`src/include/cl_stat_config.svh`:
```
`ifndef CL_STAT_CONFIG_SVH
`define CL_STAT_CONFIG_SVH

// ----------------------------------------------------------------------------
// status bus widths
// ----------------------------------------------------------------------------
`define STAT_ADDR_W 8          // page + index
`define STAT_DATA_W 32
`define STAT_INT_W 8           // per-channel interrupt vector

// ----------------------------------------------------------------------------
// retiming depths
// ----------------------------------------------------------------------------
`define STAT_REQ_STAGES 8      // host to register block
`define STAT_RSP_STAGES 8      // register block back to host
`define RST_PIPE_STAGES 4      // extra delay on the channel reset

// register map sizing
`define STAT_SCRATCH_COUNT 15  // page 0, indices 1..15

// id register reads base + channel number
`define STAT_ID_BASE 32'h5354_0000

// ----------------------------------------------------------------------------
// channel presence
// ----------------------------------------------------------------------------
// 0 ties channel B off the same way as D
`define DDR_B_PRESENT 1

`endif

```
`src/design/cl_stat_pkg.sv`:
```
`include "cl_stat_config.svh"

package cl_stat_pkg;

  // ----------------------------------------------------------------------------
  // status address decode
  // ----------------------------------------------------------------------------

  // top two bits select a page, the rest pick a register in it
  typedef struct packed
  {
    logic [1:0]                page;   // 0 cfg/scratch, 1 interrupt
    logic [`STAT_ADDR_W-3:0]   index;  // register within page
  } stat_addr_fields_t;

  // pipes and top carry the raw byte
  // register block looks at the fields
  typedef union packed
  {
    logic [`STAT_ADDR_W-1:0]   raw;
    stat_addr_fields_t         fields;
  } stat_addr_u;

endpackage

```
`src/design/awsf1_cl_stat.sv`:
```
`timescale 1ns/1ps

`include "cl_stat_config.svh"

module awsf1_cl_stat
(
  input  logic                     clk_main_a0,
  input  logic                     pipe_rst_n,

  // channel A
  input  logic                     stat_wr_0,
  input  logic                     stat_rd_0,
  input  cl_stat_pkg::stat_addr_u  stat_addr_0,
  input  logic [`STAT_DATA_W-1:0]  stat_wdata_0,
  output logic                     stat_ack_0,
  output logic [`STAT_DATA_W-1:0]  stat_rdata_0,
  output logic [`STAT_INT_W-1:0]   stat_int_0,

  // channel B
  input  logic                     stat_wr_1,
  input  logic                     stat_rd_1,
  input  cl_stat_pkg::stat_addr_u  stat_addr_1,
  input  logic [`STAT_DATA_W-1:0]  stat_wdata_1,
  output logic                     stat_ack_1,
  output logic [`STAT_DATA_W-1:0]  stat_rdata_1,
  output logic [`STAT_INT_W-1:0]   stat_int_1,

  // channel D is never built
  input  logic                     stat_wr_2,
  input  logic                     stat_rd_2,
  input  cl_stat_pkg::stat_addr_u  stat_addr_2,
  input  logic [`STAT_DATA_W-1:0]  stat_wdata_2,
  output logic                     stat_ack_2,
  output logic [`STAT_DATA_W-1:0]  stat_rdata_2,
  output logic [`STAT_INT_W-1:0]   stat_int_2
);

  logic sync_rst_n;   // pipes
  logic chan_rst_n;   // register blocks a few cycles later

  // ----------------------------------------------------------------------------
  // reset conditioning
  // ----------------------------------------------------------------------------
  cl_reset_sync u_reset_sync
  (
    .clk        (clk_main_a0),
    .pipe_rst_n (pipe_rst_n),
    .sync_rst_n (sync_rst_n),
    .chan_rst_n (chan_rst_n)
  );

  // ----------------------------------------------------------------------------
  // channel A is always present
  // ----------------------------------------------------------------------------
  stat_channel #(.CHANNEL(0)) u_chan_a
  (
    .clk        (clk_main_a0),
    .sync_rst_n (sync_rst_n),
    .chan_rst_n (chan_rst_n),
    .stat_wr    (stat_wr_0),
    .stat_rd    (stat_rd_0),
    .stat_addr  (stat_addr_0),
    .stat_wdata (stat_wdata_0),
    .stat_ack   (stat_ack_0),
    .stat_rdata (stat_rdata_0),
    .stat_int   (stat_int_0)
  );

  // ----------------------------------------------------------------------------
  // channel B is optional
  // ----------------------------------------------------------------------------
  if (`DDR_B_PRESENT)
  begin : g_chan_b
    stat_channel #(.CHANNEL(1)) u_chan_b
    (
      .clk        (clk_main_a0),
      .sync_rst_n (sync_rst_n),
      .chan_rst_n (chan_rst_n),
      .stat_wr    (stat_wr_1),
      .stat_rd    (stat_rd_1),
      .stat_addr  (stat_addr_1),
      .stat_wdata (stat_wdata_1),
      .stat_ack   (stat_ack_1),
      .stat_rdata (stat_rdata_1),
      .stat_int   (stat_int_1)
    );
  end
  else
  begin : g_chan_b_tie
    assign stat_ack_1   = 1'b1;   // ack forever so the host never waits
    assign stat_rdata_1 = '0;
    assign stat_int_1   = '0;
  end

  // channel D tie-off follows the same rule as an absent B
  assign stat_ack_2   = 1'b1;
  assign stat_rdata_2 = '0;     // requests on D are dropped
  assign stat_int_2   = '0;

endmodule

```
`src/design/cl_reset_sync.sv`:
```
`timescale 1ns/1ps

`include "cl_stat_config.svh"

module cl_reset_sync
(
  input  logic clk,
  input  logic pipe_rst_n,   // already retimed to clk, active low
  output logic sync_rst_n,   // logic reset for the pipes
  output logic chan_rst_n    // late reset for the register blocks
);

  logic pre_sync_rst_n;      // first flop of the pair

  // ----------------------------------------------------------------------------
  // two-flop logic reset
  // ----------------------------------------------------------------------------
  // assert on the first edge that sees pipe_rst_n low,
  // release two edges after it goes high
  always_ff @(posedge clk)
  begin
    if (!pipe_rst_n)
    begin
      pre_sync_rst_n <= 1'b0;
      sync_rst_n     <= 1'b0;
    end
    else
    begin
      pre_sync_rst_n <= 1'b1;
      sync_rst_n     <= pre_sync_rst_n;  // second stage
    end
  end

  // ----------------------------------------------------------------------------
  // staged channel reset
  // ----------------------------------------------------------------------------
  // channel logic comes out of reset after the pipes are already clean
  stat_pipe
  #(
    .WIDTH  (1),
    .STAGES (`RST_PIPE_STAGES)
  )
  u_chan_rst_pipe
  (
    .clk     (clk),
    .clr_n   (1'b1),        // reset path itself never cleared
    .in_bus  (sync_rst_n),
    .out_bus (chan_rst_n)
  );

endmodule

```
`src/design/stat_channel.sv`:
```
`timescale 1ns/1ps

`include "cl_stat_config.svh"

module stat_channel
#(
  parameter int CHANNEL = 0
)
(
  input  logic                     clk,
  input  logic                     sync_rst_n,   // clears the pipes
  input  logic                     chan_rst_n,   // resets the register block
  input  logic                     stat_wr,
  input  logic                     stat_rd,
  input  cl_stat_pkg::stat_addr_u  stat_addr,
  input  logic [`STAT_DATA_W-1:0]  stat_wdata,
  output logic                     stat_ack,
  output logic [`STAT_DATA_W-1:0]  stat_rdata,
  output logic [`STAT_INT_W-1:0]   stat_int
);

  // wr + rd + addr + wdata
  localparam int REQ_W = 2 + `STAT_ADDR_W + `STAT_DATA_W;
  // ack + int + rdata
  localparam int RSP_W = 1 + `STAT_INT_W + `STAT_DATA_W;

  // target side of the pipes
  logic                    wr_q;
  logic                    rd_q;
  cl_stat_pkg::stat_addr_u addr_q;
  logic [`STAT_DATA_W-1:0] wdata_q;
  logic                    ack_q;
  logic [`STAT_DATA_W-1:0] rdata_q;
  logic [`STAT_INT_W-1:0]  int_q;

  logic [REQ_W-1:0]        req_bus;
  logic [RSP_W-1:0]        rsp_bus;

  // ----------------------------------------------------------------------------
  // request path, host to register block
  // ----------------------------------------------------------------------------
  stat_pipe
  #(
    .WIDTH  (REQ_W),
    .STAGES (`STAT_REQ_STAGES)
  )
  u_req_pipe
  (
    .clk     (clk),
    .clr_n   (sync_rst_n),
    .in_bus  ({stat_wr, stat_rd, stat_addr, stat_wdata}),
    .out_bus (req_bus)
  );

  assign {wr_q, rd_q, addr_q, wdata_q} = req_bus;   // unpack at the far end

  stat_reg_target
  #(
    .CHANNEL (CHANNEL)
  )
  u_target
  (
    .clk        (clk),
    .rst_n      (chan_rst_n),   // delayed reset
    .stat_wr    (wr_q),
    .stat_rd    (rd_q),
    .stat_addr  (addr_q),
    .stat_wdata (wdata_q),
    .stat_ack   (ack_q),
    .stat_rdata (rdata_q),
    .stat_int   (int_q)
  );

  // ----------------------------------------------------------------------------
  // response path, back to the host
  // ----------------------------------------------------------------------------
  stat_pipe
  #(
    .WIDTH  (RSP_W),
    .STAGES (`STAT_RSP_STAGES)
  )
  u_rsp_pipe
  (
    .clk     (clk),
    .clr_n   (sync_rst_n),
    .in_bus  ({ack_q, int_q, rdata_q}),
    .out_bus (rsp_bus)
  );

  assign {stat_ack, stat_int, stat_rdata} = rsp_bus;

endmodule

```
`src/design/stat_pipe.sv`:
```
`timescale 1ns/1ps

module stat_pipe
#(
  parameter int WIDTH  = 1,   // bus width
  parameter int STAGES = 1    // flop count, at least one
)
(
  input  logic             clk,
  input  logic             clr_n,    // sync clear, empties all stages
  input  logic [WIDTH-1:0] in_bus,
  output logic [WIDTH-1:0] out_bus
);

  // one register per stage, stage 0 nearest the input
  logic [WIDTH-1:0] stage_q [STAGES];

  // ----------------------------------------------------------------------------
  // shift chain
  // ----------------------------------------------------------------------------
  always_ff @(posedge clk)
  begin
    if (!clr_n)
    begin
      for (int i = 0; i < STAGES; i++)
        stage_q[i] <= '0;       // drop anything in flight
    end
    else
    begin
      stage_q[0] <= in_bus;
      for (int i = 1; i < STAGES; i++)
        stage_q[i] <= stage_q[i-1];  // advance one stage per clock
    end
  end

  // exactly STAGES cycles of latency
  assign out_bus = stage_q[STAGES-1];

endmodule

```
`src/design/stat_reg_target.sv`:
```
`timescale 1ns/1ps

`include "cl_stat_config.svh"

module stat_reg_target
#(
  parameter int CHANNEL = 0    // 0 = A, 1 = B
)
(
  input  logic                     clk,
  input  logic                     rst_n,
  input  logic                     stat_wr,
  input  logic                     stat_rd,
  input  cl_stat_pkg::stat_addr_u  stat_addr,
  input  logic [`STAT_DATA_W-1:0]  stat_wdata,
  output logic                     stat_ack,
  output logic [`STAT_DATA_W-1:0]  stat_rdata,
  output logic [`STAT_INT_W-1:0]   stat_int
);

  // ----------------------------------------------------------------------------
  // map constants
  // ----------------------------------------------------------------------------
  localparam int IDX_W     = `STAT_ADDR_W - 2;
  localparam int SCR_SEL_W = $clog2(`STAT_SCRATCH_COUNT + 1);

  localparam logic [1:0]       PAGE_CFG    = 2'd0;   // id + scratch
  localparam logic [1:0]       PAGE_INT    = 2'd1;   // interrupt status
  localparam logic [IDX_W-1:0] IDX_ID      = '0;
  localparam logic [IDX_W-1:0] IDX_INT_SET = IDX_W'(0);
  localparam logic [IDX_W-1:0] IDX_INT_CLR = IDX_W'(1);

  localparam logic [`STAT_DATA_W-1:0] ID_VALUE = `STAT_ID_BASE + 32'(CHANNEL);

  // ----------------------------------------------------------------------------
  // state
  // ----------------------------------------------------------------------------
  logic [`STAT_DATA_W-1:0] scratch_q [1:`STAT_SCRATCH_COUNT];
  logic [`STAT_INT_W-1:0]  int_q;       // pending interrupt bits
  logic                    ack_q;
  logic [`STAT_DATA_W-1:0] rdata_q;

  // decode
  logic [1:0]              page;
  logic [IDX_W-1:0]        index;
  logic [SCR_SEL_W-1:0]    scr_sel;
  logic                    scr_hit;
  logic [`STAT_DATA_W-1:0] rd_value;

  assign page    = stat_addr.fields.page;
  assign index   = stat_addr.fields.index;
  assign scr_sel = index[SCR_SEL_W-1:0];
  // index 0 of page 0 is the id, not scratch
  assign scr_hit = (page == PAGE_CFG) && (index != '0) &&
                   (index <= IDX_W'(`STAT_SCRATCH_COUNT));

  // ----------------------------------------------------------------------------
  // read mux
  // ----------------------------------------------------------------------------
  always_comb
  begin
    rd_value = '0;                          // unmapped reads zero
    if (scr_hit)
      rd_value = scratch_q[scr_sel];
    else if ((page == PAGE_CFG) && (index == IDX_ID))
      rd_value = ID_VALUE;
    else if ((page == PAGE_INT) &&
             ((index == IDX_INT_SET) || (index == IDX_INT_CLR)))
      rd_value = `STAT_DATA_W'(int_q);      // both views return status
  end

  // ----------------------------------------------------------------------------
  // writes
  // ----------------------------------------------------------------------------
  always_ff @(posedge clk)
  begin
    if (!rst_n)
    begin
      for (int i = 1; i <= `STAT_SCRATCH_COUNT; i++)
        scratch_q[i] <= '0;
      int_q <= '0;
    end
    else if (stat_wr)
    begin
      if (scr_hit)
        scratch_q[scr_sel] <= stat_wdata;
      else if ((page == PAGE_INT) && (index == IDX_INT_SET))
        int_q <= int_q | stat_wdata[`STAT_INT_W-1:0];     // set on 1
      else if ((page == PAGE_INT) && (index == IDX_INT_CLR))
        int_q <= int_q & ~stat_wdata[`STAT_INT_W-1:0];    // clear on 1
      // id and unmapped writes dropped
    end
  end

  // ----------------------------------------------------------------------------
  // response, one cycle after the strobe
  // ----------------------------------------------------------------------------
  always_ff @(posedge clk)
  begin
    if (!rst_n)
    begin
      ack_q   <= 1'b0;
      rdata_q <= '0;
    end
    else
    begin
      ack_q   <= stat_wr | stat_rd;             // one ack per strobe
      rdata_q <= stat_rd ? rd_value : '0;       // zero on write acks
    end
  end

  assign stat_ack   = ack_q;
  assign stat_rdata = rdata_q;
  assign stat_int   = int_q;   // level, straight from status

endmodule

```
`config.mk`:
```
export PLATFORM = sky130hd
export DESIGN_NAME = awsf1_cl_stat
export DESIGN_NICKNAME = d
export VERILOG_FILES = /design/src/design/cl_stat_pkg.sv /design/src/design/awsf1_cl_stat.sv /design/src/design/cl_reset_sync.sv /design/src/design/stat_channel.sv /design/src/design/stat_pipe.sv /design/src/design/stat_reg_target.sv
export VERILOG_INCLUDE_DIRS = /design/src /design/src/include
export SDC_FILE = /design/constraint.sdc
export NUM_CORES = 2
export LEC_CHECK = 0
export BUFFER_PORTS_ARGS = -buffer_cell sky130_fd_sc_hd__buf_2
export CAP_MARGIN = 10
export CORE_MARGIN = 4
export CORE_UTILIZATION = 50
export CTS_CLUSTER_DIAMETER = 100
export DETAILED_ROUTE_END_ITERATION = 8
export GPL_TIMING_DRIVEN = 0
export PLACE_DENSITY_LB_ADDON = 0.15
export SYNTH_ARGS = -nofsm -noshare
export SYNTH_HDL_FRONTEND = slang
export SYNTH_HIERARCHICAL = 1
export SYNTH_SLANG_ARGS = --single-unit
```
`constraint.sdc`:
```
create_clock -name clk_main_a0 -period 4.2 [get_ports clk_main_a0]
set_input_delay 0.21 -clock clk_main_a0 [delete_from_list [all_inputs] [get_ports clk_main_a0]]
set_output_delay 0.21 -clock clk_main_a0 [all_outputs]
set_load 0.005 [all_outputs]
```
; Yosys cells after proc, flatten, opt, wreduce, memory -nomap -nowiden
; Memories as Yosys holds them, arrays and structs flattened.
; Index checks and enable logic that the tools add are counted.
[totals]
ramBits = 2292
output_inout_bits = 123
memories = 7
regBits = 84
word_cells = 151
input_bits = 128
[mem_list]
columns = memory, words, width, rd, rd_ports_with_merged_regs, wr, line_no
row1 = g_chan_b.u_chan_b.u_target.scratch_q, 15, 32, 1, 0, 15, stat_reg_target.sv:38  ; logic [`STAT_DATA_W-1:0] scratch_q [1:`STAT_SCRATCH_COUNT];
row2 = u_chan_a.u_target.scratch_q, 15, 32, 1, 0, 15, stat_reg_target.sv:38
row3 = g_chan_b.u_chan_b.u_req_pipe.stage_q, 8, 42, 8, 0, 8, stat_pipe.sv:16  ; logic [WIDTH-1:0] stage_q [STAGES];
row4 = u_chan_a.u_req_pipe.stage_q, 8, 42, 8, 0, 8, stat_pipe.sv:16
row5 = g_chan_b.u_chan_b.u_rsp_pipe.stage_q, 8, 41, 8, 0, 8, stat_pipe.sv:16
row6 = u_chan_a.u_rsp_pipe.stage_q, 8, 41, 8, 0, 8, stat_pipe.sv:16
row7 = +1 memories, --, --, --, --, --, --
[classes]
n_reduce_logical = 28
eq_ne = 4
muxes = 60
bitwise = 42
magnitude_cmp = 2
[ops]
columns = cell, count
row1 = 2-to-1 mux 42 bit, 16
row2 = 2-to-1 mux 41 bit, 16
row3 = 2-to-1 mux 32 bit, 4
row4 = OR reduction 32 bit, 2
row5 = 2-to-1 mux 31 bit, 2
row6 = 2-to-1 mux 8 bit, 6
row7 = OR 1 bit, 34
row8 = bitwise AND 8 bit, 2
row9 = inverter 8 bit, 2
row10 = OR 8 bit, 2
row11 = 2-to-1 mux 1 bit, 14
row12 = "equality test 6 x 1 -> 1 bit, second input constant", 2
row13 = "<= comparator 6 x 4 -> 1 bit, second input constant", 2
row14 = logical AND 1 bit, 12
row15 = logical NOT 6 bit, 2
row16 = nonzero test 6 bit, 2
row17 = 2-to-1 mux 4 bit, 2
row18 = AND reduction 3 bit, 2
row19 = "equality test 2 x 1 -> 1 bit, second input constant", 2
row20 = logical NOT 2 bit, 2
row21 = AND reduction 2 bit, 2
row22 = nonzero test 2 bit, 2
row23 = logical OR 1 bit, 2
row24 = inverter 1 bit, 2

; Logic depth before layout (Yosys ltp)
; An unclocked memory read counts as a cell.
[depth]
depth_word = 10
mapped_depth = 9
mapped_depth_nobuf = 4

; Hierarchy
; The synthesis kept the hierarchy.
[modules_own_cells]
columns = mod, area_per_inst_um2, seq_area_each_um2, cells_per_inst, n_inst
row1 = stat_reg_target at u_chan_a.u_target, 24026.8, 16075.4, 1488, 1
row2 = stat_reg_target at g_chan_b.u_chan_b.u_target, 23876.6, 16105.4, 1498, 1
row3 = stat_pipe at g_chan_b.u_chan_b.u_req_pipe ..., 9371.5, 6726.5, 751, 2
row4 = stat_pipe at g_chan_b.u_chan_b.u_rsp_pipe ..., 9113.7, 6566.3, 733, 2
row5 = awsf1_cl_stat, 315.3, 0.0, 43, 1
row6 = stat_pipe at u_reset_sync.u_chan_rst_pipe, 105.1, 80.1, 8, 1
row7 = cl_reset_sync, 50.0, 40.0, 4, 1

; Worst setup path before layout
; Ideal clock, no wire load.
[synth_timing]
path_kind = reg2reg
start = memory g_chan_b.u_chan_b/u_req_pipe/stage_q[0][332] (netlist bit)
end = memory g_chan_b.u_chan_b/u_target/scratch_q[14][0] (netlist bit) (enable)
t_arrival_ps = 3454
n_path_buf = 1
synth_period_minus_slack_ps = 3920
t_required_ps = 3734
setup_ps = 466
stages_incl_launch_ff = 5
setup_slack_ps = 280
path_cell_list = dfxtp_1 > buf_4 > nor4_4 > nand4b_1 > o21ai_0
[synth_lines]
columns = item, line_no
row1 = start: declaration, stat_pipe.sv:16
row2 = end: declaration, stat_reg_target.sv:38

==> results.yml <==
clocking:
  cts_tree: "yes"
  cts_max_path_buffers: 3
  postCtsSetupRepairBufs: 0
  root_buffer: "sky130_fd_sc_hd__clkbuf_16"
  clk-insertion-delay-late_ns: 0.86
  clock_slew_at_the_register_clock_pins_of_the_worst_setup_and_hold_paths_ns: 0.06
  clock_sinks: 2433
  post_cts_resized: 0
  tritoncts.num_buffers: 233
  cts_h_tree_lvls: 4
final_layout:
  stdcell_count: 9050
  area_of_all_sequential_standard_cells_um2: 58900
  layout.cells.most_common: "sky130_fd_sc_hd__and2_1"
  multi_input_combinational_cell_area_um2: 23400
  top_library_cells_by_usage_in_the_layout_fill_and_taps_aside: "sky130_fd_sc_hd__and2_1 (2298), sky130_fd_sc_hd__dfxtp_1 (1415), sky130_fd_sc_hd__edfxtp_1 (1017), sky130_fd_sc_hd__mux4_2 (243), sky130_fd_sc_hd__clkbuf_16 (241)"
  nNetsFinal: 6754
  drive_gt1_share_pct: 19.3
  layout.filler_cells: 13600
  final_cell_area_um2: 98800
  flow.area_growth_from_synthesis_pct: 15.8
setup_path:
  worst_r2r_path_depth: 6
  timing.critical_path.from_type: "flip-flop"
  rr_endpoint: "u_chan_a/u_target/stat_rdata[27]"
  r2r-start: "u_reset_sync/u_chan_rst_pipe/stage_q[3]"
  slack_of_the_worst_reg_to_reg_path_ns: 0.07
  critical_path_peak_fanout: 10
  worst_ep_required_time_ns: 4.87
  end_kind: "flip-flop"
  crit_type: "reg -> reg"
  data_arrival_time_of_the_critical_path_ns: 4.79
placed_design:
  numPortBuffers: 167
  place.detailed.hpwl_um: 118000
  dp_cells: 8523
  dpl_worst_slack_ns: 0.296
  place.gp.congestion: 0.828
  placedInstanceArea_um2: 90200
logic_synthesis:
  yosysWarnings: 6
  synth_async_sr_flop_share_pct: 0
  yosys_register_bits: 2433
  synth_top_area_cell: "sky130_fd_sc_hd__edfxtp_1"
  post_synth_instance_area_um2: 85300
  post-synth-top-area-fraction_pct: 35.8
  synth_seq_area_share_pct: 69.0
  post_synth_main_area_contributors: "sky130_fd_sc_hd__edfxtp_1 (36%), sky130_fd_sc_hd__dfxtp_1 (33%), sky130_fd_sc_hd__and2_1 (17%), sky130_fd_sc_hd__mux4_2 (6.4%), sky130_fd_sc_hd__buf_4 (2.0%)"
  ys.flop_type: "sky130_fd_sc_hd__dfxtp_1"
  synth-edff-count: 1017
  syn-instance-count: 6009
  postSynthAreaPerCell_um2: 14.2
  synth.distinct_cells: 58
routing:
  routed_wirelength_um: 178000
  avgRoutedWirePerCell_um: 19.7
  iteration_count_of_the_initial_detailed_routing_pass: 5
  drc: 0
  detail_route.iter0.violations: 4286
  via_count: 44200
  drt.antenna.violating_nets: 0
  drt-vias-per-instance: 4.89
timing:
  report.final.hold_viol_count: 0
  max_slew_margin_pct: 17.2
  maxClockFrequency_mhz: 242
  post-route-worst-setup-slack_ns: 0.0726
  slew_violations: 0
  setup_tns_final_ns: 0
  timing.final.crit_share_pct: 98.3
  rsz_0062_raised_after_global_routing: "no"
  finalWorstPathRequiredPeriod_ns: 4.13
  setup-violations-final: 0
  final.setup_skew_ns: 0.0294
  timing_worst_slew_pin_value_ns: 1.24
die:
  area_inside_the_core_boundary_um2: 169000
  die_width_um: 421
  fp-row-count: 151
  initial_core_utilization_pct: 50.4
  floorplan.io_pins: 251
  fp.dieArea_um2: 177000
  chipHeight_um: 421
global_route:
  initial_antenna_violation_count: 10
  grt_pass1_vias: 43700
  grt_pass1_wl_um: 268000
  grt_start_max_net_pins: 23
  grt_overflow_total: 0
  grt_resource_usage_total_pct: 20.1
worst_hold_path:
  min_path_cells: 3
  hp-class: "in -> reg"
  min_from: "stat_wdata_1[29]"
  min_to: "g_chan_b.u_chan_b/u_req_pipe/stage_q[0][29]"
power_and_ir_drop:
  ir_drop_mv: 0.477
  areal_power_density_over_the_cells_nw_per_um2: 463
  totalPowerFinal_mw: 45.7
  cellLeakagePower_nw: 40.7
outcome:
  status: "finished, final reports clean"
job:
  max_cap_violations: 0
-- repair_timing --
| action | 4_1_cts | 5_1_grt |
|---|---|---|
| hold buffers | 86 | 0 |
| hold endpoints to repair | 86 | 0 |
| setup endpoints to repair | 0 | 0 |
-- layer usage --
metal / wire, um / global-route usage (%) / up-vias
li1: - / - / 21200
met1: 72700 / 27.2 / 20800
met2: 80900 / 31.3 / 1860
met3: 19800 / 6.07 / 363
met4: 4890 / 6.29 / 2
met5: 19 / 0 / -
-- state kept, by name, summed over array words and instances, names as in the netlist, named ones only --
signal,count
u_reset_sync/pre_sync_rst_n,1
u_chan_a/u_target/stat_ack,1
u_chan_a/u_target/scratch_q,508
u_chan_a/u_req_pipe/stage_q,336
g_chan_b.u_chan_b/u_target/stat_ack,1
u_reset_sync/u_chan_rst_pipe/stage_q,4
u_chan_a/u_rsp_pipe/stage_q,328
g_chan_b.u_chan_b/u_rsp_pipe/stage_q,328
u_reset_sync/sync_rst_n,1
u_chan_a/u_target/stat_rdata,32
g_chan_b.u_chan_b/u_req_pipe/stage_q,336
g_chan_b.u_chan_b/u_target/stat_rdata,32
g_chan_b.u_chan_b/u_target/scratch_q,509
-- worst max-delay path, stage by stage (launching register included) --
cell and delay [ns]:
sky130_fd_sc_hd__dfxtp_1 0.79, sky130_fd_sc_hd__clkbuf_1 0.75, sky130_fd_sc_hd__nand3_1 0.71, sky130_fd_sc_hd__nand2b_1 0.41
sky130_fd_sc_hd__clkbuf_1 0.25, sky130_fd_sc_hd__clkbuf_1 0.40, sky130_fd_sc_hd__a21oi_1 0.60
-- kinds of logic (layout without fill, tap and decap cells) --
family | Yosys count | count (layout) | synth area share [%]
AO/OA/AOI/OAI | 205 | 205 | 1.71
buffers and inverters | 621 | 1343 | 4.19
flip-flops | 2433 | 2433 | 69.0
multiplexers | 295 | 295 | 7.04
other | 5 | 106 | 0.0220
AND/OR/NAND/NOR | 2450 | 2450 | 18.0
-- layout make-up --
type                    count  area share [%]
well taps                2218            2.81
plain buffers             615            3.60
flip-flops and latches   2433            59.6
repair buffers            285            2.43
inverters                   6          0.0228
clock inverters            80           0.800
clock buffers             357            7.03
diodes                      4          0.0101
multi-input cells        3052            23.7
-- worst max-delay path by stage --
stage,from,end,slack (ns),cells past startpoint
2_1_floorplan,g_chan_b.u_chan_b/u_req_pipe/stage_q[0][332],g_chan_b.u_chan_b/u_target/scratch_q[14][0],0.28,4
3_3_place_gp,g_chan_b.u_chan_b/u_req_pipe/stage_q[0][327],g_chan_b.u_chan_b/u_target/scratch_q[9][21],-3.11,6
3_5_place_dp,u_reset_sync/u_chan_rst_pipe/stage_q[3],u_chan_a/u_target/stat_rdata[27],0.30,6
4_1_cts,u_reset_sync/u_chan_rst_pipe/stage_q[3],u_chan_a/u_target/stat_rdata[27],0.25,6
5_1_grt,u_reset_sync/u_chan_rst_pipe/stage_q[3],u_chan_a/u_target/stat_rdata[23],0.02,6
6_report,u_reset_sync/u_chan_rst_pipe/stage_q[3],u_chan_a/u_target/stat_rdata[27],0.07,6
-- metrics by stage --
stage / utilization (%) / hold WS [ns]
detailed placement: 53.2 / 0.328
global placement: 52.7 / 0.324
global route: 58.3 / 0.0552
floorplan: - / 0.238
finish: 58.3 / 0.0955
CTS: 58.3 / 0.00906
-- power breakdown --
part / internal (mW) / switching (mW) / leakage, nW
clock network: 12.0 / 8.52 / 3.82
registers: 24.6 / 0.0453 / 23.8
logic: 0.261 / 0.280 / 13.1
-- synth_stat cells, types with 7 or more instances --
library cell and n:
sky130_fd_sc_hd__a211oi_1 8, sky130_fd_sc_hd__a21oi_1 48, sky130_fd_sc_hd__a221o_1 7, sky130_fd_sc_hd__a221oi_1 11, sky130_fd_sc_hd__a22o_1 8, sky130_fd_sc_hd__a22oi_1 68
sky130_fd_sc_hd__a311oi_1 8, sky130_fd_sc_hd__and2_1 2298, sky130_fd_sc_hd__buf_1 12, sky130_fd_sc_hd__buf_2 70, sky130_fd_sc_hd__buf_4 223, sky130_fd_sc_hd__buf_6 17
sky130_fd_sc_hd__clkbuf_1 158, sky130_fd_sc_hd__clkbuf_2 125, sky130_fd_sc_hd__clkbuf_4 10, sky130_fd_sc_hd__dfxtp_1 1416, sky130_fd_sc_hd__edfxtp_1 1017, sky130_fd_sc_hd__mux2_2 14
sky130_fd_sc_hd__mux2i_1 38, sky130_fd_sc_hd__mux4_2 243, sky130_fd_sc_hd__nand2_1 29, sky130_fd_sc_hd__nand2b_1 29, sky130_fd_sc_hd__nand3_1 7, sky130_fd_sc_hd__nor2_1 28
sky130_fd_sc_hd__nor2b_1 15, sky130_fd_sc_hd__nor3_4 10, sky130_fd_sc_hd__o21ai_0 14, sky130_fd_sc_hd__o2bb2ai_1 9
Power figures use the tool's default switching activity.
